[src/rvmini_defs.svh]
`ifndef RVMINI_DEFS_SVH
`define RVMINI_DEFS_SVH

// datapath widths
`define XLEN 64
`define INST_W 32
`define REG_ID_W 5

// instruction memory geometry, one word per entry
`define IMEM_DEPTH 256
`define IMEM_AW 8

// major opcodes, bits [6:0]
`define OP_IMM 7'b0010011
`define AUIPC 7'b0010111
`define JAL 7'b1101111
`define STORE 7'b0100011
`define SYSTEM 7'b1110011

// minor fields
`define FUNCT3_ADDI 3'b000
`define FUNCT3_SD 3'b011
`define FUNCT12_EBREAK 12'h001

`endif

[src/rvmini_pkg.sv]
`include "rvmini_defs.svh"

package rvmini_pkg;

  // raw words
  typedef logic [`INST_W-1:0] inst_t;
  typedef logic [`XLEN-1:0] xword_t;
  typedef logic [`REG_ID_W-1:0] reg_id_t;

  // decoder output, one bundle per instruction
  typedef struct packed {
    reg_id_t rd;
    reg_id_t rs1;
    reg_id_t rs2;
    // already sign extended
    xword_t imm;
    logic need_imm;
    logic alu_add;
    logic is_auipc;
    logic is_jal;
    logic is_ebreak;
    logic reg_wen;
    logic mem_wen;
    // one bit per byte lane
    logic [7:0] wmask;
    // word is not one of the supported instructions
    logic inst_not_ipl;
  } decode_t;

  // store strobe leaving the core
  typedef struct packed {
    logic valid;
    xword_t addr;
    xword_t data;
    logic [7:0] wmask;
  } store_req_t;

  // sequencer states
  typedef enum logic [2:0] {
    IDLE,
    FETCH,
    EXEC,
    HALT,
    TRAP
  } core_state_t;

endpackage

[src/regfile.sv]
`timescale 1ns/1ps
`include "rvmini_defs.svh"

module regfile (
  input logic clk,
  input rvmini_pkg::reg_id_t rs1,
  input rvmini_pkg::reg_id_t rs2,
  input rvmini_pkg::reg_id_t rd,
  input logic wen,
  input rvmini_pkg::xword_t wdata,
  output rvmini_pkg::xword_t rdata1,
  output rvmini_pkg::xword_t rdata2
);

  // entry 0 is never written
  rvmini_pkg::xword_t regs [0:(2**`REG_ID_W)-1];

  always_ff @(posedge clk) begin
    // writes to x0 are dropped
    if (wen && (rd != '0)) begin
      regs[rd] <= wdata;
    end
  end

  // async read, x0 forced to zero
  assign rdata1 = (rs1 == '0) ? '0 : regs[rs1];
  assign rdata2 = (rs2 == '0) ? '0 : regs[rs2];

endmodule

[config.mk]
export PLATFORM = sky130hd
export DESIGN_NAME = regfile
export DESIGN_NICKNAME = d
export VERILOG_FILES = /design/src/rvmini_pkg.sv /design/src/regfile.sv
export VERILOG_INCLUDE_DIRS = /design/src
export SDC_FILE = /design/constraint.sdc
export NUM_CORES = 2
export LEC_CHECK = 0
export BUFFER_PORTS_ARGS = -buffer_cell sky130_fd_sc_hd__buf_2
export CORE_UTILIZATION = 52
export DETAILED_ROUTE_END_ITERATION = 6
export GPL_ROUTABILITY_DRIVEN = 0
export PLACE_DENSITY = 0.68
export SLEW_MARGIN = 15
export SYNTH_ARGS = -nofsm -noshare
export SYNTH_HDL_FRONTEND = slang
export SYNTH_SLANG_ARGS = --single-unit
export TNS_END_PERCENT = 50
[constraint.sdc]
create_clock -name clk -period 5.3 [get_ports clk]
set_input_delay 0.53 -clock clk [delete_from_list [all_inputs] [get_ports clk]]
set_output_delay 0.53 -clock clk [all_outputs]
set_load 0.01 [all_outputs]
==> flow_metrics.tcl <==
set metrics [dict create \
    status "complete, no violations" \
    die_w_um 427 \
    overflow 0 \
    max-clock-path-buffers 3 \
    syn_area_per_cell_sq_um 20.6 \
    routed_wl_um 286000 \
    cts_tree "done" \
    setup.worst_path.end "rdata1[15]" \
    ios 209 \
    placed_cells 7031 \
    setup-violations-final 0 \
    hold_viol 0 \
    fmaxAchievable_ghz 0.236 \
    cts_root_buf "clkbuf_16" \
    vdd_ir_drop_max_mv 0.276 \
    startpoint_type "primary input" \
    rows 155 \
    yosysMostFrequentCell "edfxtp_1" \
    initial_core_util_pct 52.5 \
    worst_slack_ps 1070 \
    power.density_mw_per_mm2 336 \
    wl_per_cell_um 38.5 \
    rsz0062_at_grt "no" \
    grt_usage_pct 31.6 \
    top_register "regs" \
    fin_util_pct 59.1 \
    finalSetupTns_ps 0 \
    syn2layout_area_growth_pct 12.7 \
    cp-startpoint "rs1[1]" \
    cts.sinks 2048 \
    yosysWarnings 0 \
    synth.top_cells.by_count "2048 x edfxtp_1, 920 x mux4_2, 284 x mux2i_1, 161 x clkbuf_1, 149 x mux2_2" \
    crit_required_ps 4770 \
    worst_pin_slew_ps 1240 \
    slew_violations 0 \
    fillCellCount 12600 \
    portBuffers 208 \
    ys_ff_latch 2048 \
    max_slew_margin_pct 16.9 \
    dr.pass1.iters 6 \
    cts_buffers 209 \
    power_leakage_nw 34.1 \
    antenna_found_initial 20 \
    ys_seq_area_share_pct 65.5 \
    synth_top_cell_area_share_pct 65.5 \
    core-area_sq_mm 0.179 \
    crit_type "primary input to output port" \
    fin_cells 7429 \
    grt_pass1_wl_um 401000 \
    die-height_um 427 \
    cts_setup_buffers 0 \
    final_antenna_net_count 0 \
    die_area_sq_mm 0.182 \
    grt_pass1_vias 53800 \
    ys.flop_type "edfxtp_1" \
    synth.distinct_cells 48 \
    grt_max_degree 116 \
    drive_gt1_share_pct 36.0 \
    final.min_clock_period_ps 4230 \
    htreeDepth 4 \
    clk_pin_slew_ps 60 \
    drc 0 \
    end_kind "output port" \
    vias 54000 \
    cap_violations 0 \
    ctsHoldBuffers 0 \
    place_ws_ps 1220 \
    period_share_pct 79.9 \
    cp.arrival_ps 3700 \
    hp-class "primary input to register" \
    synth_area_leader_cell "edfxtp_1" \
    viasPerCell 7.26 \
    synthCells 4565 \
    cp_max_fo 58 \
    top_regs "regs (2048)" \
    async_reset_ff_share_pct 0 \
    synthTopCellsByArea "edfxtp_1 65%, mux4_2 22%, mux2i_1 3.0%" \
    drt-initial-drc-count 7975 \
    synth-edff-count 2048 \
    hpwl_um 157000 \
    final_nets 4968 \
    cts_resized 0 \
    synthesis.area_sq_mm 0.0939 \
    largest_reg_flops 2048 \
]
-- metrics by stage --
| stage | hold WS [ps] | total power [W] | area [sq um] |
|---|---|---|---|
| after global routing | 152 | 0.0365 | 106000 |
| after floorplan | 629 | 0.0204 | 94200 |
| after global placement | 1020 | 0.0216 | 99200 |
| after CTS | 104 | 0.0357 | 106000 |
| after detailed placement | 1030 | 0.0216 | 99300 |
| final | 150 | 0.0356 | 106000 |
-- kinds of logic after synthesis --
group                  share of synthesized area, %
AND/OR/NAND/NOR                                1.59
flip-flops                                     65.5
other                                       0.00399
AO/OA/AOI/OAI                                  4.09
buffers and inverters                          1.96
multiplexers                                   26.9
-- critical path, cell delays in order --
cell and delay, ps:
buf_8 440, buf_4 720, mux4_2 360, mux4_2 280, nor2_1 50, nor4_1 910
buf_2 290
-- layout by cell type (no fill, tap or decap), drive strengths merged, types with 65 or more instances in the layout --
master,netlist,final
edfxtp,2048,2048
mux4,920,920
buf,215,421
mux2i,284,284
clkbuf,161,277
mux2,149,149
clkinv,0,82
a22oi,75,75
nand2,71,71
o22ai,70,70
o221ai,69,69
a221oi,68,68
nor3,65,65
-- final cells by class --
cell class                 instances  area [sq um]  share of cell area [%]
timing repair buffer             424          3680                    3.47
inverter                           2          15.0                  0.0142
sequential                      2048         61500                    58.1
tap                             2355          2950                    2.78
multi-input combinational       2202         31100                    29.4
antenna                           18          45.0                  0.0425
clock buffer                     274          5620                    5.31
clock inverter                   106           935                   0.883
-- report_power, final --
group	internal, W	switching (W)	leakage, nW	total (W)
logic	0.00132	0.00182	12.4	0.00314
registers	0.0181	0.0000939	18.5	0.0182
clock network	0.00811	0.00620	3.18	0.0143
-- worst min-delay path by stage --
stage / startpoint / to / slack (ps) / depth (start not counted)
after global routing: wdata[58] / regs[4][58]$_DFFE_PP_ / 150 / 1
final: wdata[8] / regs[20][8]$_DFFE_PP_ / 150 / 1
after global placement: wdata[30] / regs[4][30]$_DFFE_PP_ / 1020 / 1
after floorplan: wdata[0] / regs[0][0]$_DFFE_PP_ / 630 / 0
after detailed placement: wdata[52] / regs[29][52]$_DFFE_PP_ / 1030 / 1
after CTS: wdata[52] / regs[29][52]$_DFFE_PP_ / 100 / 1
-- metal layers --
metal	vias up	part of all wire [%]	GRT usage, %	wire, um
met3	616	11	5.67	30400
met2	3656	48	49.7	138000
met1	28900	37	43.8	105000
met4	8	4.4	13.6	12500
met5	-	0.020	0	58
li1	20700	-	-	-
Power figures use the tool's default switching activity.
