### config.mk
export PLATFORM = sky130hd
export DESIGN_NAME = pc_unit
export DESIGN_NICKNAME = d
export VERILOG_FILES = /design/src/rvmini_pkg.sv /design/src/pc_unit.sv
export VERILOG_INCLUDE_DIRS = /design/src
export SDC_FILE = /design/constraint.sdc
export NUM_CORES = 1
export LEC_CHECK = 0
export BUFFER_PORTS_ARGS = -buffer_cell sky130_fd_sc_hd__buf_2
export CAP_MARGIN = 5
export CELL_PAD_IN_SITES_DETAIL_PLACEMENT = 0
export CELL_PAD_IN_SITES_GLOBAL_PLACEMENT = 1
export CORE_MARGIN = 2
export CORE_UTILIZATION = 37
export CTS_CLUSTER_DIAMETER = 120
export DETAILED_ROUTE_END_ITERATION = 10
export GPL_ROUTABILITY_DRIVEN = 0
export PLACE_DENSITY = 0.84
export SYNTH_ARGS = -nofsm -noshare
export SYNTH_HDL_FRONTEND = slang
export SYNTH_SLANG_ARGS = --single-unit
### constraint.sdc
create_clock -name clk -period 3.1 [get_ports clk]
set_input_delay 0.31 -clock clk [delete_from_list [all_inputs] [get_ports clk]]
set_output_delay 0.31 -clock clk [all_outputs]
set_load 0.005 [all_outputs]
### src/rvmini_defs.svh
`ifndef RVMINI_DEFS_SVH
`define RVMINI_DEFS_SVH

// datapath widths
`define XLEN 64
`define INST_W 32
`define REG_ID_W 5

// instruction memory geometry, one word per entry
`define IMEM_DEPTH 256
`define IMEM_AW 8

// major opcodes, bits [6:0]
`define OP_IMM 7'b0010011
`define AUIPC 7'b0010111
`define JAL 7'b1101111
`define STORE 7'b0100011
`define SYSTEM 7'b1110011

// minor fields
`define FUNCT3_ADDI 3'b000
`define FUNCT3_SD 3'b011
`define FUNCT12_EBREAK 12'h001

`endif

### src/rvmini_pkg.sv
`include "rvmini_defs.svh"

package rvmini_pkg;

  // raw words
  typedef logic [`INST_W-1:0] inst_t;
  typedef logic [`XLEN-1:0] xword_t;
  typedef logic [`REG_ID_W-1:0] reg_id_t;

  // decoder output, one bundle per instruction
  typedef struct packed {
    reg_id_t rd;
    reg_id_t rs1;
    reg_id_t rs2;
    // already sign extended
    xword_t imm;
    logic need_imm;
    logic alu_add;
    logic is_auipc;
    logic is_jal;
    logic is_ebreak;
    logic reg_wen;
    logic mem_wen;
    // one bit per byte lane
    logic [7:0] wmask;
    // word is not one of the supported instructions
    logic inst_not_ipl;
  } decode_t;

  // store strobe leaving the core
  typedef struct packed {
    logic valid;
    xword_t addr;
    xword_t data;
    logic [7:0] wmask;
  } store_req_t;

  // sequencer states
  typedef enum logic [2:0] {
    IDLE,
    FETCH,
    EXEC,
    HALT,
    TRAP
  } core_state_t;

endpackage

### src/pc_unit.sv
`timescale 1ns/1ps

module pc_unit (
  input logic clk,
  input logic reset,
  input logic commit,
  input logic retire,
  input logic take_jump,
  input rvmini_pkg::xword_t jump_target,
  output rvmini_pkg::xword_t pc,
  output logic [31:0] retired
);

  always_ff @(posedge clk) begin
    if (reset) begin
      pc <= '0;
      retired <= '0;
    end else if (commit) begin
      // jal redirects, all else falls through
      if (take_jump) begin
        pc <= jump_target;
      end else begin
        pc <= pc + 'd4;
      end
      // trapped words never get here
      if (retire) begin
        retired <= retired + 32'd1;
      end
    end
  end

endmodule

==> impl_metrics.ini <==
[setup_path]
crit_cells = 7
crit_slowest_cell = nor4_1
crit_buf_inv = 0
path_delay_family = simple AND/OR/NAND/NOR gates
r2r_slack_ps = 550
arrival_ps = 2830
timing.critical_path.slowest_cell_delay_ps = 640
critPathKind = reg -> reg
required_ps = 3380
cp_cell_sequence = ha_1 > and3_1 > nand2_1 > nor4_1 > nand3_1 > or3_1 > a31oi_1
crit_path_end = pc[46]
crit_fanout = 7
cp-start-kind = flip-flop
end_kind = flip-flop
reg2reg_to = pc[46]
reg2reg_from = pc[2]
r2r.worst_path.cells = 7
startpoint = pc[2]

[synth]
avgSynthCellArea_um2 = 7.654
synth-seq-cells = 96
synth_nets = 787
synth_warnings = 0
synthFlopType = dfxtp_1
ys_seq_area_frac = 0.3507
async_reset_ff_frac = 0
syn-cell-area_um2 = 5480
ys_types = 53
synth_edf_count = 0
synthesis.instances = 716

[route]
firstDrtPassIters = 5
post-route-drc-count = 0
wl_per_cell_um = 17.77
wl_mm = 18.70
via_count = 6102
drtIter0Drc = 514
antenna_left = 0
vias_per_cell = 5.800

[finish]
final_cell_mix = buf_2 (164), dfxtp_1 (96), nor2_1 (90)
n_antenna_cell = 0
mostFrequentLayoutCell = buf_2
finalInstanceArea_um2 = 6834
drive_gt1_frac = 0.2350
nNetsFinal = 934
fin_cells = 1052
fin_util = 0.4720
syn2layout_area_growth_pct = 24.70

[placement]
dp.final_hpwl_mm = 13.35
portBuffers = 164
place_ws_ps = 619.4
placed_area_um2 = 6487
placed_cells = 1036

[clock_tree]
clock_latency_ps = 350
path_clk_slew_ps = 70
post_cts_resized = 0
root_buffer = clkbuf_16
cts_sinks = 96
ctsHoldBuffers = 0
post_cts_buffers = 0
cts_max_path_buffers = 2
htree_num_levels = 3
numCtsBuffers = 9
tritoncts = done

[timing]
finalMaxSlewViolations = 0
finalCritPeriodShare = 0.8220
worstMarginPinSlew_ps = 816.3
rsz0062_at_grt = false
hold_violations = 0
whs_ps = 176.3
post-route-min-period_ps = 2548
slew_headroom = 0.4558
fin_skew_ps = 7.807
timing.setup.tns_ps = 0
fmax_mhz = 392.4
setup_slack_ps = 551.9
finalSetupViolCount = 0

[floorplanning]
io_pins = 165
start_util = 0.3785
rows = 44
die_h_um = 125.7
die_area_um2 = 15800
dieWidth_um = 125.7
coreArea_um2 = 14480

[global_route]
grt_util_all_layers = 0.2303
grt_pass1_wl_mm = 29.65
antenna_found_initial = 1
grt_pass1_vias = 5600
gr-total-overflow = 0
grt_max_degree = 83

[power]
peakVddDrop_mv = 0.2340
power_mw = 3.021
power_density_nw_per_um2 = 442.1
power_leakage_nw = 2.715

[run_status]
status = completed

[flow_run]
max_cap_violations = 0

[worst_hold_path]
min_path_type = in -> reg
hold_depth = 3
[power by group]
part	internal (mW)	switching, mW	leakage (nW)
clock	0.812	0.505	0.170
sequential	1.28	0.0827	0.783
combinational	0.148	0.189	1.76
total	2.24	0.777	2.71
[cell usage after synthesis, types with 4 or more instances]
library cell  instances  share of area
and3_1               15          0.017
buf_1                 7         0.0048
mux2i_1              15          0.027
nand4_1              36          0.041
a22oi_1              26          0.036
a31oi_1              10          0.011
xnor2_1               8          0.013
or4_1                 7         0.0096
and4_1               11          0.018
inv_1                 9         0.0062
a21oi_1              33          0.030
nand2_1              72          0.049
nor2b_1               4         0.0046
a32o_1                6          0.011
nor4_1               18          0.021
clkbuf_1             32          0.022
a22o_1                5         0.0080
o21ai_0              38          0.035
nand3_1              44          0.040
nand3b_1              4         0.0055
o211ai_1              4         0.0055
a211oi_1              8          0.011
o22ai_1              11          0.013
nor2_1               91          0.062
dfxtp_1              96           0.35
xor2_1               21          0.034
or3_1                 8         0.0091
and2_1                5         0.0057
o31ai_1              11          0.015
nor3_1               23          0.021
[flip-flops by register name (all words and copies together), names as in the netlist]
name     flops
pc          64
retired     32
[layer usage]
metal	track usage	share of wire	vias up
met5	0	0.00027	-
met4	0.07386	0.019	2
met3	0.05013	0.074	25
met2	0.3676	0.45	225
met1	0.3110	0.45	2865
li1	-	-	2985
[worst register-to-register path, delay by kind of cell (launching register included)]
kind	cells	cell delay, ps
AOI/OAI and AO/OA	1	160
adders and majority gates	1	250
DFF	1	430
and+or+nand+nor	5	1640
[how the worst min path moves through the flow]
| stage | startpoint | end | slack (ps) |
|---|---|---|---|
| 2_1_floorplan | jump_target[35] | pc[35] | 440 |
| 3_3_place_gp | pc[0] | pc[0] | 440 |
| 3_5_place_dp | pc[0] | pc[0] | 450 |
| 4_1_cts | jump_target[35] | pc[35] | 170 |
| 5_1_grt | jump_target[35] | pc[35] | 190 |
| 6_report | jump_target[35] | pc[35] | 180 |
[cell type report]
| cell class | count | area, µm² |
|---|---|---|
| Multi-Input combinational cell | 570 | 3371 |
| Tap cell | 184 | 230.2 |
| Fill cell | 1507 | 7645 |
| Sequential cell | 96 | 1922 |
| Clock inverter | 5 | 103.9 |
| Timing Repair Buffer | 177 | 930.9 |
| Clock buffer | 11 | 242.7 |
| Inverter | 9 | 33.78 |
[logic make-up after synthesis]
logic type,count (synthesis),share of synthesized area
AND/OR/NAND/NOR,353,0.3329
AO/OA/AOI/OAI,171,0.2034
flip-flops,96,0.3507
buffers and inverters,50,0.03470
XOR/XNOR,29,0.04635
multiplexers,15,0.02740
adder cells (fa/ha/maj),2,0.004565
Note: power is estimated with default switching activity, not from simulation.
