### config.mk
export PLATFORM = sky130hd
export DESIGN_NAME = decoder
export DESIGN_NICKNAME = d
export VERILOG_FILES = /design/src/rvmini_pkg.sv /design/src/decoder.sv
export VERILOG_INCLUDE_DIRS = /design/src
export SDC_FILE = /design/constraint.sdc
export NUM_CORES = 1
export LEC_CHECK = 0
export ABC_AREA = 1
export BUFFER_PORTS_ARGS = -buffer_cell sky130_fd_sc_hd__buf_4
export CORE_MARGIN = 2
export CORE_UTILIZATION = 37
export DETAILED_ROUTE_END_ITERATION = 16
export PLACE_DENSITY = 0.86
export SYNTH_ARGS = -nofsm -noshare
export SYNTH_HDL_FRONTEND = slang
export SYNTH_SLANG_ARGS = --single-unit
### constraint.sdc
create_clock -name vclk -period 4.6
set_input_delay 1.15 -clock vclk [all_inputs]
set_output_delay 1.15 -clock vclk [all_outputs]
set_load 0.02 [all_outputs]
### src/rvmini_defs.svh
`ifndef RVMINI_DEFS_SVH
`define RVMINI_DEFS_SVH

// datapath widths
`define XLEN 64
`define INST_W 32
`define REG_ID_W 5

// instruction memory geometry, one word per entry
`define IMEM_DEPTH 256
`define IMEM_AW 8

// major opcodes, bits [6:0]
`define OP_IMM 7'b0010011
`define AUIPC 7'b0010111
`define JAL 7'b1101111
`define STORE 7'b0100011
`define SYSTEM 7'b1110011

// minor fields
`define FUNCT3_ADDI 3'b000
`define FUNCT3_SD 3'b011
`define FUNCT12_EBREAK 12'h001

`endif

### src/rvmini_pkg.sv
`include "rvmini_defs.svh"

package rvmini_pkg;

  // raw words
  typedef logic [`INST_W-1:0] inst_t;
  typedef logic [`XLEN-1:0] xword_t;
  typedef logic [`REG_ID_W-1:0] reg_id_t;

  // decoder output, one bundle per instruction
  typedef struct packed {
    reg_id_t rd;
    reg_id_t rs1;
    reg_id_t rs2;
    // already sign extended
    xword_t imm;
    logic need_imm;
    logic alu_add;
    logic is_auipc;
    logic is_jal;
    logic is_ebreak;
    logic reg_wen;
    logic mem_wen;
    // one bit per byte lane
    logic [7:0] wmask;
    // word is not one of the supported instructions
    logic inst_not_ipl;
  } decode_t;

  // store strobe leaving the core
  typedef struct packed {
    logic valid;
    xword_t addr;
    xword_t data;
    logic [7:0] wmask;
  } store_req_t;

  // sequencer states
  typedef enum logic [2:0] {
    IDLE,
    FETCH,
    EXEC,
    HALT,
    TRAP
  } core_state_t;

endpackage

### src/decoder.sv
`timescale 1ns/1ps
`include "rvmini_defs.svh"

module decoder (
  input rvmini_pkg::inst_t inst,
  output rvmini_pkg::decode_t dec
);

  // opcode class
  logic op_imm;
  logic op_auipc;
  logic op_jal;
  logic op_store;
  logic op_system;

  // instruction hits
  logic nop;
  logic addi;
  logic auipc;
  logic jal;
  logic sd;
  logic ebreak;

  // per-format immediates
  rvmini_pkg::xword_t imm_i;
  rvmini_pkg::xword_t imm_u;
  rvmini_pkg::xword_t imm_j;
  rvmini_pkg::xword_t imm_s;

  assign op_imm = (inst[6:0] == `OP_IMM);
  assign op_auipc = (inst[6:0] == `AUIPC);
  assign op_jal = (inst[6:0] == `JAL);
  assign op_store = (inst[6:0] == `STORE);
  assign op_system = (inst[6:0] == `SYSTEM);

  // all-zero word is treated as a harmless nop
  assign nop = (inst == '0);
  assign addi = op_imm && (inst[14:12] == `FUNCT3_ADDI);
  assign auipc = op_auipc;
  assign jal = op_jal;
  assign sd = op_store && (inst[14:12] == `FUNCT3_SD);
  assign ebreak = op_system && (inst[14:12] == 3'b000) &&
                  (inst[31:20] == `FUNCT12_EBREAK);

  // sign extension from inst[31] in every format
  assign imm_i = {{(`XLEN-12){inst[31]}}, inst[31:20]};
  assign imm_u = {{(`XLEN-32){inst[31]}}, inst[31:12], 12'b0};
  assign imm_j = {{(`XLEN-20){inst[31]}}, inst[19:12], inst[20], inst[30:21], 1'b0};
  assign imm_s = {{(`XLEN-12){inst[31]}}, inst[31:25], inst[11:7]};

  always_comb begin
    dec = '0;
    // register fields sit at fixed positions
    dec.rd = inst[11:7];
    dec.rs1 = inst[19:15];
    dec.rs2 = inst[24:20];

    // format picks the immediate
    if (addi) begin
      dec.imm = imm_i;
    end else if (auipc) begin
      dec.imm = imm_u;
    end else if (jal) begin
      dec.imm = imm_j;
    end else if (sd) begin
      dec.imm = imm_s;
    end

    // adder takes imm as second operand
    dec.need_imm = addi || auipc || sd;
    dec.alu_add = addi || auipc || sd;
    dec.is_auipc = auipc;
    dec.is_jal = jal;
    dec.is_ebreak = ebreak;

    // jal writes the link register
    dec.reg_wen = addi || auipc || jal;
    dec.mem_wen = sd;
    // sd is a full doubleword
    dec.wmask = sd ? 8'hff : 8'h00;

    dec.inst_not_ipl = !(addi || auipc || jal || sd || ebreak || nop);
  end

endmodule

==> impl_metrics.json <==
{
  "status": "complete, no violations",
  "max_freq_ghz": 0.264,
  "dpl_cell_area_sq_um": 1740,
  "path_class": "primary input to output port",
  "fin_util_pct": 56.5,
  "cpMostUsedCell": "buf_4",
  "synth_top_cell_area_share_pct": 37.2,
  "finalSetupViolCount": 0,
  "hold-worst-slack_ns": 2.51,
  "first_global_vias": 1135,
  "dieArea_sq_um": 3750,
  "vias": 1456,
  "syn_area_per_cell_sq_um": 5.41,
  "fin_nets": 321,
  "fillers": 332,
  "hold_violations": 0,
  "relSlewSlack_pct": 75.3,
  "dr.first_iter.drc_count": 53,
  "firstDrtPassIters": 4,
  "cp_max_fo": 33,
  "synth_fp_nets": 256,
  "wl_per_cell_um": 10.8,
  "overflow": 0,
  "core_area_sq_um": 3080,
  "worstPathArrival_ns": 2.64,
  "num_io_pins": 127,
  "cts_resized": 0,
  "grt_max_degree": 34,
  "cp_top_family": "buffers and inverters",
  "fp.dieW_um": 61.2,
  "n_clock_buffer": 0,
  "synth_warnings": 0,
  "max_slew.worst_pin.slew_ns": 0.369,
  "finalCritPeriodShare_pct": 82.5,
  "place_hpwl_mm": 3.06,
  "drc": 0,
  "maxCapViolations": 0,
  "numSequentialCells": 0,
  "hold_path.class": "primary input to output port",
  "period_minus_slack_ns": 3.79,
  "cp-end-kind": "output port",
  "antenna_found_initial": 0,
  "p_per_area_nw_per_um2": 46.2,
  "synthCells": 224,
  "worstSetupStartpointType": "primary input",
  "yosysSeqAreaShare_pct": 0,
  "slowest_delay_ns": 0.29,
  "antennaDiodeCount": 0,
  "crit_buf_inv": 4,
  "die_h_um": 61.2,
  "setup_tns_ns": 0,
  "multi_input_area_sq_um": 609,
  "yosysTopAreaCell": "buf_4",
  "ff_latch_area_sq_um": 0,
  "slew_violations": 0,
  "cp.required_ns": 3.45,
  "fp-row-count": 20,
  "hold_buffers": 0,
  "grt_first_pass_wirelength_mm": 4.82,
  "post_route_cells_drive_above_1_share_pct": 50.2,
  "crit_path_cell_trace": "buf_4 -> inv_1 -> nand2_1 -> nor2_2 -> nand2_2 -> nand2_2 -> nor2_2 -> a21oi_2 -> buf_4 -> buf_4",
  "areaGrowthSynthToFinish_pct": 43.3,
  "via_per_inst": 4.40,
  "synth_most_common_cell": "buf_4",
  "port_buffers": 127,
  "synth_top_cells_by_count": "buf_4, nand2_1, inv_1, nor2_1, nand3_1",
  "slowest_stage": "buf_4",
  "synthTopCellsByArea": "buf_4, nand2_1, inv_1",
  "peakVddDrop_mv": 0.0219,
  "fin_area_sq_um": 1740,
  "p_leak_nw": 1.18,
  "grt_usage_pct": 16.2,
  "place_congestion": 0.800,
  "power.total_uw": 80.3,
  "rsz0062_at_grt": "false",
  "netlist_area_sq_um": 1210,
  "start_util_pct": 39.4,
  "drt.antenna.violating_nets": 0,
  "post-cts-setup-buffers": 0,
  "synth.distinct_cells": 21,
  "wl_mm": 3.57
}
## per-stage QoR
step           instances  worst slack [ns]
3_3_place_gp         331             0.849
5_1_grt              331             0.584
2_1_floorplan        224             0.521
4_1_cts              331             0.795
6_report             331             0.806
3_5_place_dp         331             0.795
## per-layer routing
layer	track usage, %	vias up	share of wire, %	wire (um)
met2	34.5	61	53	1890
met5	0	-	0	0
met4	0.932	0	0	0
met1	17.8	639	38	1360
met3	0.840	0	9.1	325
li1	-	756	-	-
## final cells by class
type	instances	area share [%]
inverters	30	6.48
multi-input cells	129	35.1
well taps	44	3.17
repair buffers	128	55.3
## cell usage in the layout (no fill, tap or decap), drive strengths merged
cell type	instances
a21oi	1
buf	128
inv	30
nand2	56
nand3	23
nand3b	1
nand4	1
nor2	31
nor3	3
o211ai	6
o21ai	4
o22ai	1
or2	2
## final timing paths
kind,to,cells past startpoint,startpoint,slack (ns)
max,dec[68],10,inst[4],0.81
min,dec[92],2,inst[9],2.51
## cells by family (layout without fill, tap and decap cells)
family | count (synthesis) | count (layout) | synth area share, %
simple gates | 117 | 117 | 43.7
buf+inv | 95 | 158 | 50.1
compound gates | 12 | 12 | 6.29
## power breakdown
group,switching [mW],leakage [nW],internal [mW]
Sequential,0,0,0
Combinational,0.0427,1.18,0.0376
Clock,0,0,0
Total,0.0427,1.18,0.0376
Note: power is estimated with default switching activity, not from simulation.
