==> src/rvmini_defs.svh <==
`ifndef RVMINI_DEFS_SVH
`define RVMINI_DEFS_SVH

// datapath widths
`define XLEN 64
`define INST_W 32
`define REG_ID_W 5

// instruction memory geometry, one word per entry
`define IMEM_DEPTH 256
`define IMEM_AW 8

// major opcodes, bits [6:0]
`define OP_IMM 7'b0010011
`define AUIPC 7'b0010111
`define JAL 7'b1101111
`define STORE 7'b0100011
`define SYSTEM 7'b1110011

// minor fields
`define FUNCT3_ADDI 3'b000
`define FUNCT3_SD 3'b011
`define FUNCT12_EBREAK 12'h001

`endif

==> src/rvmini_pkg.sv <==
`include "rvmini_defs.svh"

package rvmini_pkg;

  // raw words
  typedef logic [`INST_W-1:0] inst_t;
  typedef logic [`XLEN-1:0] xword_t;
  typedef logic [`REG_ID_W-1:0] reg_id_t;

  // decoder output, one bundle per instruction
  typedef struct packed {
    reg_id_t rd;
    reg_id_t rs1;
    reg_id_t rs2;
    // already sign extended
    xword_t imm;
    logic need_imm;
    logic alu_add;
    logic is_auipc;
    logic is_jal;
    logic is_ebreak;
    logic reg_wen;
    logic mem_wen;
    // one bit per byte lane
    logic [7:0] wmask;
    // word is not one of the supported instructions
    logic inst_not_ipl;
  } decode_t;

  // store strobe leaving the core
  typedef struct packed {
    logic valid;
    xword_t addr;
    xword_t data;
    logic [7:0] wmask;
  } store_req_t;

  // sequencer states
  typedef enum logic [2:0] {
    IDLE,
    FETCH,
    EXEC,
    HALT,
    TRAP
  } core_state_t;

endpackage

==> src/core_ctrl.sv <==
`timescale 1ns/1ps

module core_ctrl (
  input logic clk,
  input logic reset,
  input logic run,
  input rvmini_pkg::decode_t dec,
  output rvmini_pkg::core_state_t state,
  output logic fetch_en,
  output logic commit,
  output logic retire,
  output logic halted,
  output logic trapped
);

  rvmini_pkg::core_state_t next_state;

  always_comb begin
    next_state = state;
    case (state)
      rvmini_pkg::IDLE: begin
        if (run) begin
          next_state = rvmini_pkg::FETCH;
        end
      end
      rvmini_pkg::FETCH: begin
        next_state = rvmini_pkg::EXEC;
      end
      rvmini_pkg::EXEC: begin
        // unknown word stops before any side effect
        if (dec.inst_not_ipl) begin
          next_state = rvmini_pkg::TRAP;
        end else if (dec.is_ebreak) begin
          next_state = rvmini_pkg::HALT;
        end else begin
          next_state = rvmini_pkg::FETCH;
        end
      end
      // halt and trap only leave on reset
      default: begin
        next_state = state;
      end
    endcase
  end

  always_ff @(posedge clk) begin
    if (reset) begin
      state <= rvmini_pkg::IDLE;
      halted <= 1'b0;
      trapped <= 1'b0;
    end else begin
      state <= next_state;
      // sticky status levels
      if (next_state == rvmini_pkg::HALT) begin
        halted <= 1'b1;
      end
      if (next_state == rvmini_pkg::TRAP) begin
        trapped <= 1'b1;
      end
    end
  end

  assign fetch_en = (state == rvmini_pkg::FETCH);
  // ebreak commits too
  assign commit = (state == rvmini_pkg::EXEC) && !dec.inst_not_ipl;
  assign retire = commit;

endmodule

==> config.mk <==
export PLATFORM = sky130hd
export DESIGN_NAME = core_ctrl
export DESIGN_NICKNAME = d
export VERILOG_FILES = /design/src/rvmini_pkg.sv /design/src/core_ctrl.sv
export VERILOG_INCLUDE_DIRS = /design/src
export SDC_FILE = /design/constraint.sdc
export NUM_CORES = 1
export LEC_CHECK = 0
export BUFFER_PORTS_ARGS = -buffer_cell sky130_fd_sc_hd__clkbuf_2
export CORE_UTILIZATION = 15
export CTS_BUF_LIST = sky130_fd_sc_hd__clkbuf_4 sky130_fd_sc_hd__clkbuf_8
export CTS_CLUSTER_DIAMETER = 60
export DETAILED_ROUTE_END_ITERATION = 8
export HOLD_SLACK_MARGIN = 0.02
export PLACE_DENSITY_LB_ADDON = 0.12
export SKIP_LAST_GASP = 1
export SYNTH_ARGS = -nofsm -noshare
export SYNTH_HDL_FRONTEND = slang
export SYNTH_SLANG_ARGS = --single-unit
export TNS_END_PERCENT = 5
==> constraint.sdc <==
create_clock -name clk -period 2 [get_ports clk]
set_clock_uncertainty 0.1 [all_clocks]
set_input_delay 0.1 -clock clk [delete_from_list [all_inputs] [get_ports clk]]
set_output_delay 0.1 -clock clk [all_outputs]
set_load 0.02 [all_outputs]
==> results.yml <==
grt:
  antenna_found_initial: 0
  grt_max_degree: 11
  use_met2_pct: 12.2
  use_met1_pct: 8.68
  grt_use_met3_pct: 2.61
  gr-max-usage-layer: "met2"
  grt_pass1_wl_um: 1040
  track_usage_pct: 8.61
  gr-total-overflow: 0
  grt_pass1_vias: 245
setup_path:
  worstSetupPathType: "reg2out"
  path_cells: "nor4b_1 -> clkbuf_2"
  cp.depth: 2
  cp_slowest_cell: "dfxtp_1"
  crit_family: "flip-flops"
  start_kind: "flip-flop"
  crit_arrival_ns: 1.34
  cp-end-kind: "output pin"
  critPathMaxStageDelay_ns: 0.49
  crit_required_ns: 1.80
  path_buf_inv: 1
  r2r_cells: 3
  crit_fanout: 10
cts:
  root_buffer: "clkbuf_4"
  cts_tree: "yes"
  cts_inserted_buffers: 3
  cts.sinks: 5
  htree_levels: 1
  clk_pin_slew_worst_paths_ns: 0.05
  cts_buffer_depth: 2
  cts_resized: 0
  insertion_delay_ns: 0.24
yosys:
  yosys_warnings: 0
  synthDistinctLibCells: 15
  yosys-top-cells-count: "dfxtp_1 (5), a21oi_1 (3), inv_1 (3), nor2b_1 (3)"
  ys_seq_area_share_pct: 42.6
  syn_nets: 127
  synth_area_leader_cell: "dfxtp_1"
  avgSynthCellArea_um2: 8.11
  synthArstFlopShare_pct: 0
  yosysMostFrequentCell: "dfxtp_1"
  postSynthCellCount: 29
  synth_top_area_share_pct: 42.6
  synth_ff_type: "dfxtp_1"
  syn-cell-area_um2: 235
  synth_area_leaders: "dfxtp_1 (43%), nor2b_1 (8.0%), a21oi_1 (6.4%)"
  synth_enable_flop_cells: 0
  yosys_register_bits: 5
placement:
  dp_hpwl_um: 443
  place_congestion: 0.637
  place_ws_ns: 0.697
  place.port_buffers: 12
floorplan:
  start_util_pct: 17.0
  die-area_um2: 1730
  fp-row-count: 13
  die_x_um: 41.6
  core_um2: 1380
  ioPinCount: 106
  die_h_um: 41.6
job:
  drv_cap: 0
finish:
  regArea_um2: 100
  multi_input_area_um2: 109
  drive_above_1_share_pct: 36.4
  final_nets: 143
  antennaDiodeCount: 0
  fill_cells: 151
  area_growth_pct: 44.1
sta:
  postLayoutSetupSlackWorst_ns: 0.464
  rsz0062_at_grt: "false"
  maxSlewViolCount: 0
  finalSetupTns_ns: 0
  relSlewSlack_pct: 75.7
  setup_viol: 0
  period_minus_slack_ns: 1.54
  hold_viol: 0
  max_freq_mhz: 651
  max_slew.worst_pin.slew_ns: 0.359
  finalCritPeriodShare_pct: 76.8
power_and_ir_drop:
  power_mw: 0.308
  max-vdd-ir-drop_uv: 246
  p_per_area_nw_per_um2: 908
  p_leak_nw: 0.154
route:
  drt_iter0_markers: 9
  drc: 0
  wirelength_um: 618
  vias_per_cell: 4.46
  first_pass_iters: 3
  wire_per_inst_um: 10.5
  postRouteAntennaNets: 0
  vias: 263
run_status:
  status: "completed"
worst_hold_path:
  hold_class: "in2reg"
  min_path_cells: 3
-- cells in the final DEF, fill, tap and decap left out --
master,synthesis,final
o21ai_0,1,1
nor3_1,2,2
dfxtp_1,5,5
o32ai_1,1,1
clkbuf_2,0,12
nor2_1,2,2
inv_1,3,3
a211oi_1,1,1
dlygate4sd3_1,0,1
nor4b_1,1,1
a31oi_1,1,1
nor2b_1,3,3
and3b_1,1,1
o21ai_1,1,1
a21oi_1,3,3
clkbuf_4,0,4
nand2_1,2,2
-- worst paths after layout --
kind                 start        to  slack (ns)
setup / recovery  state[1]    commit        0.46
hold / removal      dec[0]  state[2]        0.11
setup reg to reg  state[2]   trapped        0.91
hold reg to reg    trapped   trapped        0.34
-- cells by family (layout without fill, tap and decap cells) --
family                 count (synthesis)  after routing  share of synthesized area, %
AO/OA/AOI/OAI                          8              8                          20.2
AND/OR/NAND/NOR                       11             11                          26.1
buffers and inverters                  5             20                          11.2
flip-flops                             5              5                          42.6
-- per-layer routing --
metal  wire length [um]  share of wire, %  vias to the layer above
li1                   -                 -                      131
met1                299                48                      120
met2                270                44                       10
met3                 28               4.5                        2
met4                 20               3.2                        0
met5                  0                 0                        -
-- through the flow --
| step | hold WS, ns | cells | cell area [um2] | util (%) |
|---|---|---|---|---|
| 2_1_floorplan | 0.0691 | 29 | 235 | - |
| 3_3_place_gp | 0.245 | 54 | 299 | 21.6 |
| 3_5_place_dp | 0.256 | 54 | 299 | 21.6 |
| 4_1_cts | 0.112 | 59 | 339 | 24.5 |
| 5_1_grt | 0.157 | 59 | 339 | 24.5 |
| 6_report | 0.112 | 59 | 339 | 24.5 |
-- final cells by class --
class | instances | area share [%]
Tap cell | 15 | 5.54
Timing Repair Buffer | 13 | 20.7
Clock buffer | 4 | 8.86
Sequential cell | 5 | 29.5
Inverter | 3 | 3.32
Multi-Input combinational cell | 19 | 32.1
-- power by group --
group,internal [mW],switching (mW)
clock,0.0890,0.0425
combinational,0.0232,0.0336
sequential,0.108,0.0119
-- worst register-to-register path, delay by kind of cell, from the launching register on --
family	cells	cell delay, ns
flip-flops	1	0.47
AND/OR/NAND/NOR	1	0.21
AO/OA/AOI/OAI	2	0.19
-- what timing repair did --
item                       4_1_cts  5_1_grt
hold buffers                     1        0
setup endpoints to repair        0        0
buffers inserted                 0        0
hold endpoints to repair         5        0
-- flip-flops by register name, indices dropped and copies added, names as in the netlist --
| name | count |
|---|---|
| halted | 1 |
| state | 3 |
| trapped | 1 |
No activity file was read; power rests on OpenSTA's default activity.
