[config.mk]
export PLATFORM = sky130hd
export DESIGN_NAME = exec_unit
export DESIGN_NICKNAME = d
export VERILOG_FILES = /design/src/rvmini_pkg.sv /design/src/exec_unit.sv
export VERILOG_INCLUDE_DIRS = /design/src
export SDC_FILE = /design/constraint.sdc
export NUM_CORES = 1
export LEC_CHECK = 0
export ABC_CLOCK_PERIOD_IN_PS = 11400
export BUFFER_PORTS_ARGS = -buffer_cell sky130_fd_sc_hd__buf_2
export CAP_MARGIN = 20
export CORE_AREA = 5 5 210 212
export DETAILED_ROUTE_END_ITERATION = 8
export DIE_AREA = 0 0 215 217
export SYNTH_ARGS = -nofsm -noshare
export SYNTH_HDL_FRONTEND = slang
export SYNTH_SLANG_ARGS = --single-unit
export TNS_END_PERCENT = 100
[constraint.sdc]
create_clock -name vclk -period 11.4
set_clock_uncertainty 0.15 [all_clocks]
set_input_delay 1.71 -clock vclk [all_inputs]
set_output_delay 1.71 -clock vclk [all_outputs]
set_load 0.05 [all_outputs]
[src/rvmini_defs.svh]
`ifndef RVMINI_DEFS_SVH
`define RVMINI_DEFS_SVH

// datapath widths
`define XLEN 64
`define INST_W 32
`define REG_ID_W 5

// instruction memory geometry, one word per entry
`define IMEM_DEPTH 256
`define IMEM_AW 8

// major opcodes, bits [6:0]
`define OP_IMM 7'b0010011
`define AUIPC 7'b0010111
`define JAL 7'b1101111
`define STORE 7'b0100011
`define SYSTEM 7'b1110011

// minor fields
`define FUNCT3_ADDI 3'b000
`define FUNCT3_SD 3'b011
`define FUNCT12_EBREAK 12'h001

`endif

[src/rvmini_pkg.sv]
`include "rvmini_defs.svh"

package rvmini_pkg;

  // raw words
  typedef logic [`INST_W-1:0] inst_t;
  typedef logic [`XLEN-1:0] xword_t;
  typedef logic [`REG_ID_W-1:0] reg_id_t;

  // decoder output, one bundle per instruction
  typedef struct packed {
    reg_id_t rd;
    reg_id_t rs1;
    reg_id_t rs2;
    // already sign extended
    xword_t imm;
    logic need_imm;
    logic alu_add;
    logic is_auipc;
    logic is_jal;
    logic is_ebreak;
    logic reg_wen;
    logic mem_wen;
    // one bit per byte lane
    logic [7:0] wmask;
    // word is not one of the supported instructions
    logic inst_not_ipl;
  } decode_t;

  // store strobe leaving the core
  typedef struct packed {
    logic valid;
    xword_t addr;
    xword_t data;
    logic [7:0] wmask;
  } store_req_t;

  // sequencer states
  typedef enum logic [2:0] {
    IDLE,
    FETCH,
    EXEC,
    HALT,
    TRAP
  } core_state_t;

endpackage

[src/exec_unit.sv]
`timescale 1ns/1ps

module exec_unit (
  input rvmini_pkg::decode_t dec,
  input rvmini_pkg::xword_t pc,
  input rvmini_pkg::xword_t rdata1,
  input rvmini_pkg::xword_t rdata2,
  input logic commit,
  output rvmini_pkg::xword_t wdata,
  output rvmini_pkg::xword_t jump_target,
  output rvmini_pkg::store_req_t store
);

  rvmini_pkg::xword_t op_a;
  rvmini_pkg::xword_t op_b;
  rvmini_pkg::xword_t sum;
  rvmini_pkg::xword_t alu_res;

  // auipc adds to pc, everything else to rs1
  assign op_a = dec.is_auipc ? pc : rdata1;
  assign op_b = dec.need_imm ? dec.imm : rdata2;
  assign sum = op_a + op_b;
  assign alu_res = dec.alu_add ? sum : '0;

  // jal links pc + 4
  assign wdata = dec.is_jal ? (pc + 'd4) : alu_res;
  assign jump_target = pc + dec.imm;

  // strobe only in the committing exec cycle
  assign store.valid = commit && dec.mem_wen;
  assign store.addr = sum;
  assign store.data = rdata2;
  assign store.wmask = dec.wmask;

endmodule

==> impl_metrics.csv, run 1 <==
group,metric,value,unit
worst_hold_path,hp-class,"primary input to output port",
detailed_routing,drt_iter0_drc,1080,
placed_design,hpwlAfterDp,49.6,mm
sta,max_slew_margin,0.354,
grt,grt_pass1_wl,84.0,mm
floorplanning,die_height,217,um
layout,fillers,4591,
floorplanning,io_pins,553,
placed_design,place_ws,2.92,ns
layout,area_growth,21.7,%
sta,hold_viol,0,
floorplanning,start_util,0.273,
layout,drive_gt1_frac,0.347,
floorplanning,rows,75,
logic_synthesis,yosysUniqueCellTypes,85,
detailed_routing,wl_per_cell,22.5,um
detailed_routing,ant_nets,0,
setup_path,worstPathMaxFanout,33,
setup_path,worst_setup_path_start_kind,"primary input",
status,status,"complete, no violations",
logic_synthesis,synthCells,1637,
detailed_routing,drc,0,
floorplanning,fp.dieArea,0.0467,mm2
sta,layout_setup_ws,2.96,ns
floorplanning,core,0.0418,mm2
grt,grt_max_degree,55,
grt,antenna_found_initial,3,
sta,setup-violations-final,0,
sta,rsz0062_at_grt,"false",
logic_synthesis,synth-seq-area-share,0,
layout,finalNetCount,2429,
job,cap_violations,0,
layout,nFlopsAndLatches,0,
layout,seq_area,0,um2
clock_tree,cts-hold-fix-buffers,0,
logic_synthesis,synth_common_cells,"nand2_1 (174), a21oi_1 (156), ha_1 (127)",
setup_path,crit_type,"primary input to output port",
pwr,power_leakage,6.38,nW
grt,track_usage,0.226,
logic_synthesis,synth_nets,2054,
detailed_routing,wl,57.3,mm
setup_path,crit_required,9.54,ns
logic_synthesis,yosysMostFrequentCell,"nand2_1",
detailed_routing,vias,14000,
logic_synthesis,yosysTopAreaCell,"ha_1",
layout,diodes,0,
sta,tightest_slew,0.944,ns
sta,fin_setup_tns,0,ns
clock_tree,cts-resized-gates,0,
sta,fmax,0.119,GHz
detailed_routing,vias_per_cell,5.48,
setup_path,cp-end-kind,"output port",
floorplanning,die_w,215,um
logic_synthesis,synth_top_area_frac,0.139,
sta,finalCriticalPeriod,8.44,ns
grt,grt-ovfl-total,0,
logic_synthesis,yosys_warnings,0,
layout,nClkBuffers,0,
logic_synthesis,synth_area_per_cell,6.97,um2
setup_path,cp.arrival,6.58,ns
logic_synthesis,synth_area,0.0114,mm2
pwr,vdd_drop_max,0.0862,mV
pwr,p_per_area,120,mW/mm2
clock_tree,postCtsSetupBuffers,0,
placed_design,globalplace.congestion,0.971,
grt,grt_pass1_vias,13800,
placed_design,io_buffers,519,
sta,period_share,0.740,
detailed_routing,drtPass1Iterations,6,
sta,slew_viol_final,0,
logic_synthesis,synthTopCellsByArea,"ha_1 (14%), mux2_2 (12%), xnor2_1 (7.0%)",
==> layout by cell type, fill, tap and decap left out, types with 22 or more instances in the layout <==
master / count
buf_2: 517
nand2_1: 174
a21oi_1: 156
ha_1: 127
o21ai_0: 124
mux2_2: 124
nor2_1: 95
xnor2_1: 91
xor2_1: 88
nand4_1: 53
nand3_1: 51
a21o_1: 46
inv_1: 37
o21bai_1: 25
and3_1: 24
nor3_1: 22
==> routing by layer <==
layer	wire length, um	track usage	vias up
met4	1720	0.0576	6
li1	-	-	6710
met2	26100	0.378	648
met5	44	0	-
met3	3950	0.0345	77
met1	25500	0.304	6538
==> worst max-delay path, stage by stage <==
cell	delay, ns
buf_4	0.43
buf_4	0.53
mux2_2	0.40
ha_1	0.43
nand4_1	0.26
nor4_1	0.63
nand3_1	0.14
a21oi_1	0.21
and4bb_1	0.29
nor2_2	0.26
a21oi_2	0.16
o21bai_2	0.27
a21oi_1	0.13
xnor2_1	0.34
buf_2	0.34
==> report_power, final <==
part	total (mW)	internal (mW)	switching, mW
logic	1.66	0.435	1.23
registers	0	0	0
clock network	0	0	0
==> logic make-up (layout without fill, tap and decap cells) <==
family                     Yosys count  count (layout)  share of synthesized area
and+or+nand+nor                    500             500                      0.214
xor gates and xnor gates           180             180                      0.139
buffers and inverters              192             565                     0.0892
adders and majority gates          129             129                      0.143
AOI/OAI and AO/OA                  507             507                      0.288
muxes                              129             129                      0.127
==> through the flow <==
| stage | power (mW) | util | hold slack, ns | cell area, um2 | cells |
|---|---|---|---|---|---|
| floorplan | 1.22 | - | 3.44 | 11400 | 1637 |
| global placement | 1.65 | 0.332 | 3.27 | 13900 | 2549 |
| detailed placement | 1.65 | 0.332 | 3.27 | 13900 | 2549 |
| CTS | 1.66 | 0.332 | 3.27 | 13900 | 2549 |
| global route | 1.75 | 0.332 | 3.27 | 13900 | 2549 |
| finish | 1.66 | 0.332 | 3.27 | 13900 | 2549 |
==> area by class of cell <==
type / count / area [um2] / share of cell area
multi-input cells: 1445 / 10400 / 0.749
well taps: 539 / 674 / 0.0486
repair buffers: 527 / 2660 / 0.192
inverters: 38 / 143 / 0.0103
==> worst paths after layout <==
path | startpoint | end | slack (ns) | cells after the start
worst max-delay path | dec[13] | store[133] | 2.96 | 15
worst min-delay path | dec[7] | store[6] | 3.27 | 0
No activity file was read; power rests on OpenSTA's default activity.
==> run 2, diff against run 1 <==
ABC_CLOCK_PERIOD_IN_PS = 8000   (was 11400)
CORE_AREA = 5 5 209 211   (was 5 5 210 212)
DIE_AREA = 0 0 214 216   (was 0 0 215 217)
clock period = 8 ns   (was 11.4 ns; I/O delays follow)
==> impl_metrics.csv, run 2 (same netlist as run 1, synthesis figures left out) <==
group,metric,value,unit
status,status,"complete, no violations",
layout,postLayoutCellArea,0.0139,mm2
clock_tree,postCtsSetupBuffers,0,
detailed_routing,vias,14200,
floorplanning,die_height,216,um
grt,antenna_found_initial,6,
pwr,finalPower,2.37,mW
sta,layout_setup_ws,0.849,ns
placed_design,place_ws,0.932,ns
placed_design,placed_cells,2554,
grt,grt-ovfl-total,0,
sta,max_slew_margin,0.279,
detailed_routing,drtPass1Iterations,5,
layout,seq_area,0,um2
grt,grt_max_degree,55,
floorplanning,fp.dieArea,0.0462,mm2
grt,grt_pass1_vias,13800,
layout,fin_util,0.335,
layout,nFlopsAndLatches,0,
sta,rsz0062_at_grt,"false",
detailed_routing,drc,0,
setup_path,cp-end-kind,"output port",
setup_path,worst_setup_path_start_kind,"primary input",
detailed_routing,vias_per_cell,5.54,
setup_path,critPathLaunch,"dec[13]",
detailed_routing,wl_per_cell,22.3,um
layout,final_cell_mix,"buf_2 (518), nand2_1 (174), a21oi_1 (156), ha_1 (127)",
detailed_routing,wl,57.0,mm
sta,setup-violations-final,0,
layout,finalNetCount,2434,
layout,nClkBuffers,0,
placed_design,hpwlAfterDp,49.5,mm
floorplanning,core,0.0416,mm2
sta,fmax,0.140,GHz
clock_tree,cts-resized-gates,0,
detailed_routing,drt_iter0_drc,1076,
pwr,p_per_area,170,mW/mm2
placed_design,io_buffers,519,
placed_design,globalplace.congestion,0.952,
sta,tightest_slew,1.08,ns
floorplanning,start_util,0.274,
sta,slew_viol_final,0,
layout,fillers,4676,
grt,track_usage,0.225,
sta,fin_hold_ws,2.25,ns
clock_tree,cts-hold-fix-buffers,0,
setup_path,cp.arrival,5.80,ns
floorplanning,die_w,214,um
layout,drive_gt1_frac,0.349,
detailed_routing,ant_nets,0,
floorplanning,rows,75,
setup_path,crit_required,6.65,ns
pwr,power_leakage,6.41,nW
sta,hold_viol,0,
grt,grt_pass1_wl,83.1,mm
worst_hold_path,hold_path_depth,0,
setup_path,worstPathMaxFanout,31,
sta,period_share,0.894,
layout,area_growth,22.3,%
floorplanning,io_pins,553,
layout,layout.cells.non_filler,2557,
sta,fin_setup_tns,0,ns
setup_path,crit_end,"wdata[57]",
setup_path,crit_type,"primary input to output port",
pwr,vdd_drop_max,0.127,mV
worst_hold_path,hp-class,"primary input to output port",
placed_design,dpl_cell_area,0.0139,mm2
layout,layout_commonest_cell,"buf_2",
sta,finalCriticalPeriod,7.15,ns
job,cap_violations,0,
## run 2: how the worst min path moves through the flow
stage                       from       end
after global routing      dec[6]  store[5]
after CTS                 dec[4]  store[3]
after detailed placement  dec[4]  store[3]
after global placement    dec[4]  store[3]
after floorplan           dec[1]  store[0]
final                     dec[6]  store[5]
## run 2: routing by layer
metal / global-route usage / vias to the layer above / wire (um)
li1: - / 6725 / -
met1: 0.298 / 6634 / 25100
met2: 0.372 / 707 / 25500
met3: 0.0384 / 93 / 4220
met4: 0.0756 / 4 / 2240
met5: 0 / - / 16
## run 2: power breakdown
| group | switching (mW) | total [mW] | leakage, nW | internal, mW |
|---|---|---|---|---|
| Clock | 0 | 0.0000000503 | 0.0000190 | 0.0000000502 |
| Combinational | 1.75 | 2.37 | 6.41 | 0.621 |
| Sequential | 0 | 0 | 0 | 0 |
| Total | 1.75 | 2.37 | 6.41 | 0.621 |
## run 2: critical path, cell delays in order
cell,delay [ns]
buf_4,0.45
buf_4,0.25
mux2_2,0.35
ha_1,0.43
nand4_1,0.32
nor4_1,0.64
nand3_1,0.14
a21oi_1,0.20
and4bb_1,0.29
nor2_2,0.27
a21oi_2,0.16
o21ai_1,0.20
xor2_1,0.38
a22o_1,0.22
buf_2,0.26
## run 2: final cells by class
cell class	count	area, um2	share of cell area
Antenna cell	3	7.51	0.000539
Inverter	38	143	0.0102
Multi-Input combinational cell	1445	10400	0.746
Tap cell	539	674	0.0484
Timing Repair Buffer	532	2720	0.195
==> run 3, diff against run 2 <==
GPL_ROUTABILITY_DRIVEN = 0   (was default)
PLACE_DENSITY = 0.56   (was default)
==> impl_metrics.csv, run 3 (same netlist as run 1, synthesis figures left out) <==
group,metric,value,unit
clock_tree,cts-hold-fix-buffers,0,
detailed_routing,wl,56.3,mm
placed_design,placed_cells,2555,
detailed_routing,vias,14200,
sta,setup-violations-final,0,
sta,rsz0062_at_grt,"false",
grt,use_met2,0.374,
setup_path,cp_slowest_cell,"a2111oi_0",
sta,fmax,0.136,GHz
worst_hold_path,hp-class,"primary input to output port",
layout,layout.cells.non_filler,2557,
floorplanning,rows,75,
layout,nClkBuffers,0,
sta,tightest_slew,1.04,ns
pwr,p_per_area,170,mW/mm2
floorplanning,start_util,0.274,
sta,slew_viol_final,0,
layout,nFlopsAndLatches,0,
grt,top_usage_layer,"met2",
detailed_routing,drtPass1Iterations,5,
sta,period_share,0.919,
layout,seq_area,0,um2
worst_hold_path,min_to,"store[1]",
setup_path,worstPathMaxFanout,20,
setup_path,crit_path_frequent_cell,"buf_4",
setup_path,worst_setup_path_start_kind,"primary input",
detailed_routing,wl_per_cell,22.0,um
grt,grt_max_degree,55,
grt,use_met3,0.0348,
setup_path,cp.arrival,6.00,ns
placed_design,dpl_cell_area,0.0139,mm2
placed_design,io_buffers,519,
grt,grt_pass1_vias,13900,
grt,antenna_found_initial,3,
layout,postLayoutCellArea,0.0139,mm2
setup_path,max_stage_delay,0.56,ns
job,cap_violations,0,
grt,use_met1,0.293,
clock_tree,postCtsSetupBuffers,0,
layout,layout_commonest_cell,"buf_2",
setup_path,crit_type,"primary input to output port",
sta,max_slew_margin,0.303,
worst_hold_path,worstHoldStart,"dec[2]",
floorplanning,fp.dieArea,0.0462,mm2
sta,fin_hold_ws,2.25,ns
floorplanning,core,0.0416,mm2
floorplanning,io_pins,553,
sta,hold_viol,0,
grt,grt-ovfl-total,0,
worst_hold_path,hold_path_depth,0,
pwr,vdd_drop_max,0.148,mV
detailed_routing,ant_nets,0,
floorplanning,die_w,214,um
detailed_routing,drc,0,
setup_path,worstPathCellList,"buf_2, buf_4, buf_4, mux2_2, ha_1, a21o_1, a21o_1, a2111oi_0, buf_4, and4bb_1, nor2_2, a21oi_2, o21bai_2, a2111o_1, nand4_1, buf_2",
layout,final_cell_mix,"buf_2 (518), nand2_1 (174), a21oi_1 (156), ha_1 (127)",
layout,finalNetCount,2435,
floorplanning,die_height,216,um
pwr,power_leakage,6.41,nW
grt,track_usage,0.223,
sta,fin_setup_tns,0,ns
detailed_routing,drt_iter0_drc,1074,
grt,grt_pass1_wl,83.3,mm
setup_path,crit_required,6.65,ns
layout,area_growth,22.1,%
placed_design,hpwlAfterDp,48.8,mm
layout,drive_gt1_frac,0.349,
clock_tree,cts-resized-gates,0,
setup_path,cp-end-kind,"output port",
detailed_routing,vias_per_cell,5.54,
sta,finalCriticalPeriod,7.35,ns
status,status,"complete, no violations",
[run 3: changes by cell type in the layout (fill, tap and decap cells not counted)]
cell	previous run	this run
buf_12	2	0
buf_4	12	15
diode_2	3	2
[run 3: per-stage QoR]
step           total power [mW]  setup slack (ns)   util
6_report                   2.36             0.648  0.335
5_1_grt                    2.49             0.227  0.335
4_1_cts                    2.36             0.549  0.335
3_5_place_dp               2.35             0.560  0.335
3_3_place_gp               2.34             0.817  0.335
2_1_floorplan              1.74             0.617      -
[run 3: final cells by class]
class / count / area [um2]
Tap cell: 539 / 674
Timing Repair Buffer: 533 / 2710
Multi-Input combinational cell: 1445 / 10400
Antenna cell: 2 / 5.00
Inverter: 38 / 143
Fill cell: 4590 / 27700
[run 3: worst max-delay path by stage]
| stage | from | endpoint | slack [ns] |
|---|---|---|---|
| finish | dec[13] | wdata[61] | 0.65 |
| global route | dec[13] | wdata[61] | 0.23 |
| CTS | dec[13] | wdata[61] | 0.55 |
| detailed placement | dec[13] | wdata[57] | 0.56 |
| global placement | dec[13] | wdata[61] | 0.82 |
| floorplan | dec[13] | wdata[54] | 0.62 |
[run 3: critical path, delay by kind of cell]
| family | cells | cell delay, ns |
|---|---|---|
| multiplexers | 1 | 0.37 |
| adder cells (fa/ha/maj) | 1 | 0.40 |
| AO/OA/AOI/OAI | 6 | 1.89 |
| buffers and inverters | 5 | 1.63 |
| AND/OR/NAND/NOR | 3 | 0.51 |
[run 3: power breakdown]
group / leakage (nW) / switching [mW] / internal, mW
sequential: 0 / 0 / 0
combinational: 6.41 / 1.74 / 0.620
clock: 0.0000127 / 0 / 0.0000000335
total: 6.41 / 1.74 / 0.620
[run 3: layer usage]
| metal | vias to the layer above | part of all wire |
|---|---|---|
| met4 | 2 | 0.044 |
| li1 | 6723 | - |
| met2 | 732 | 0.45 |
| met5 | - | 0.00023 |
| met1 | 6607 | 0.43 |
| met3 | 99 | 0.071 |
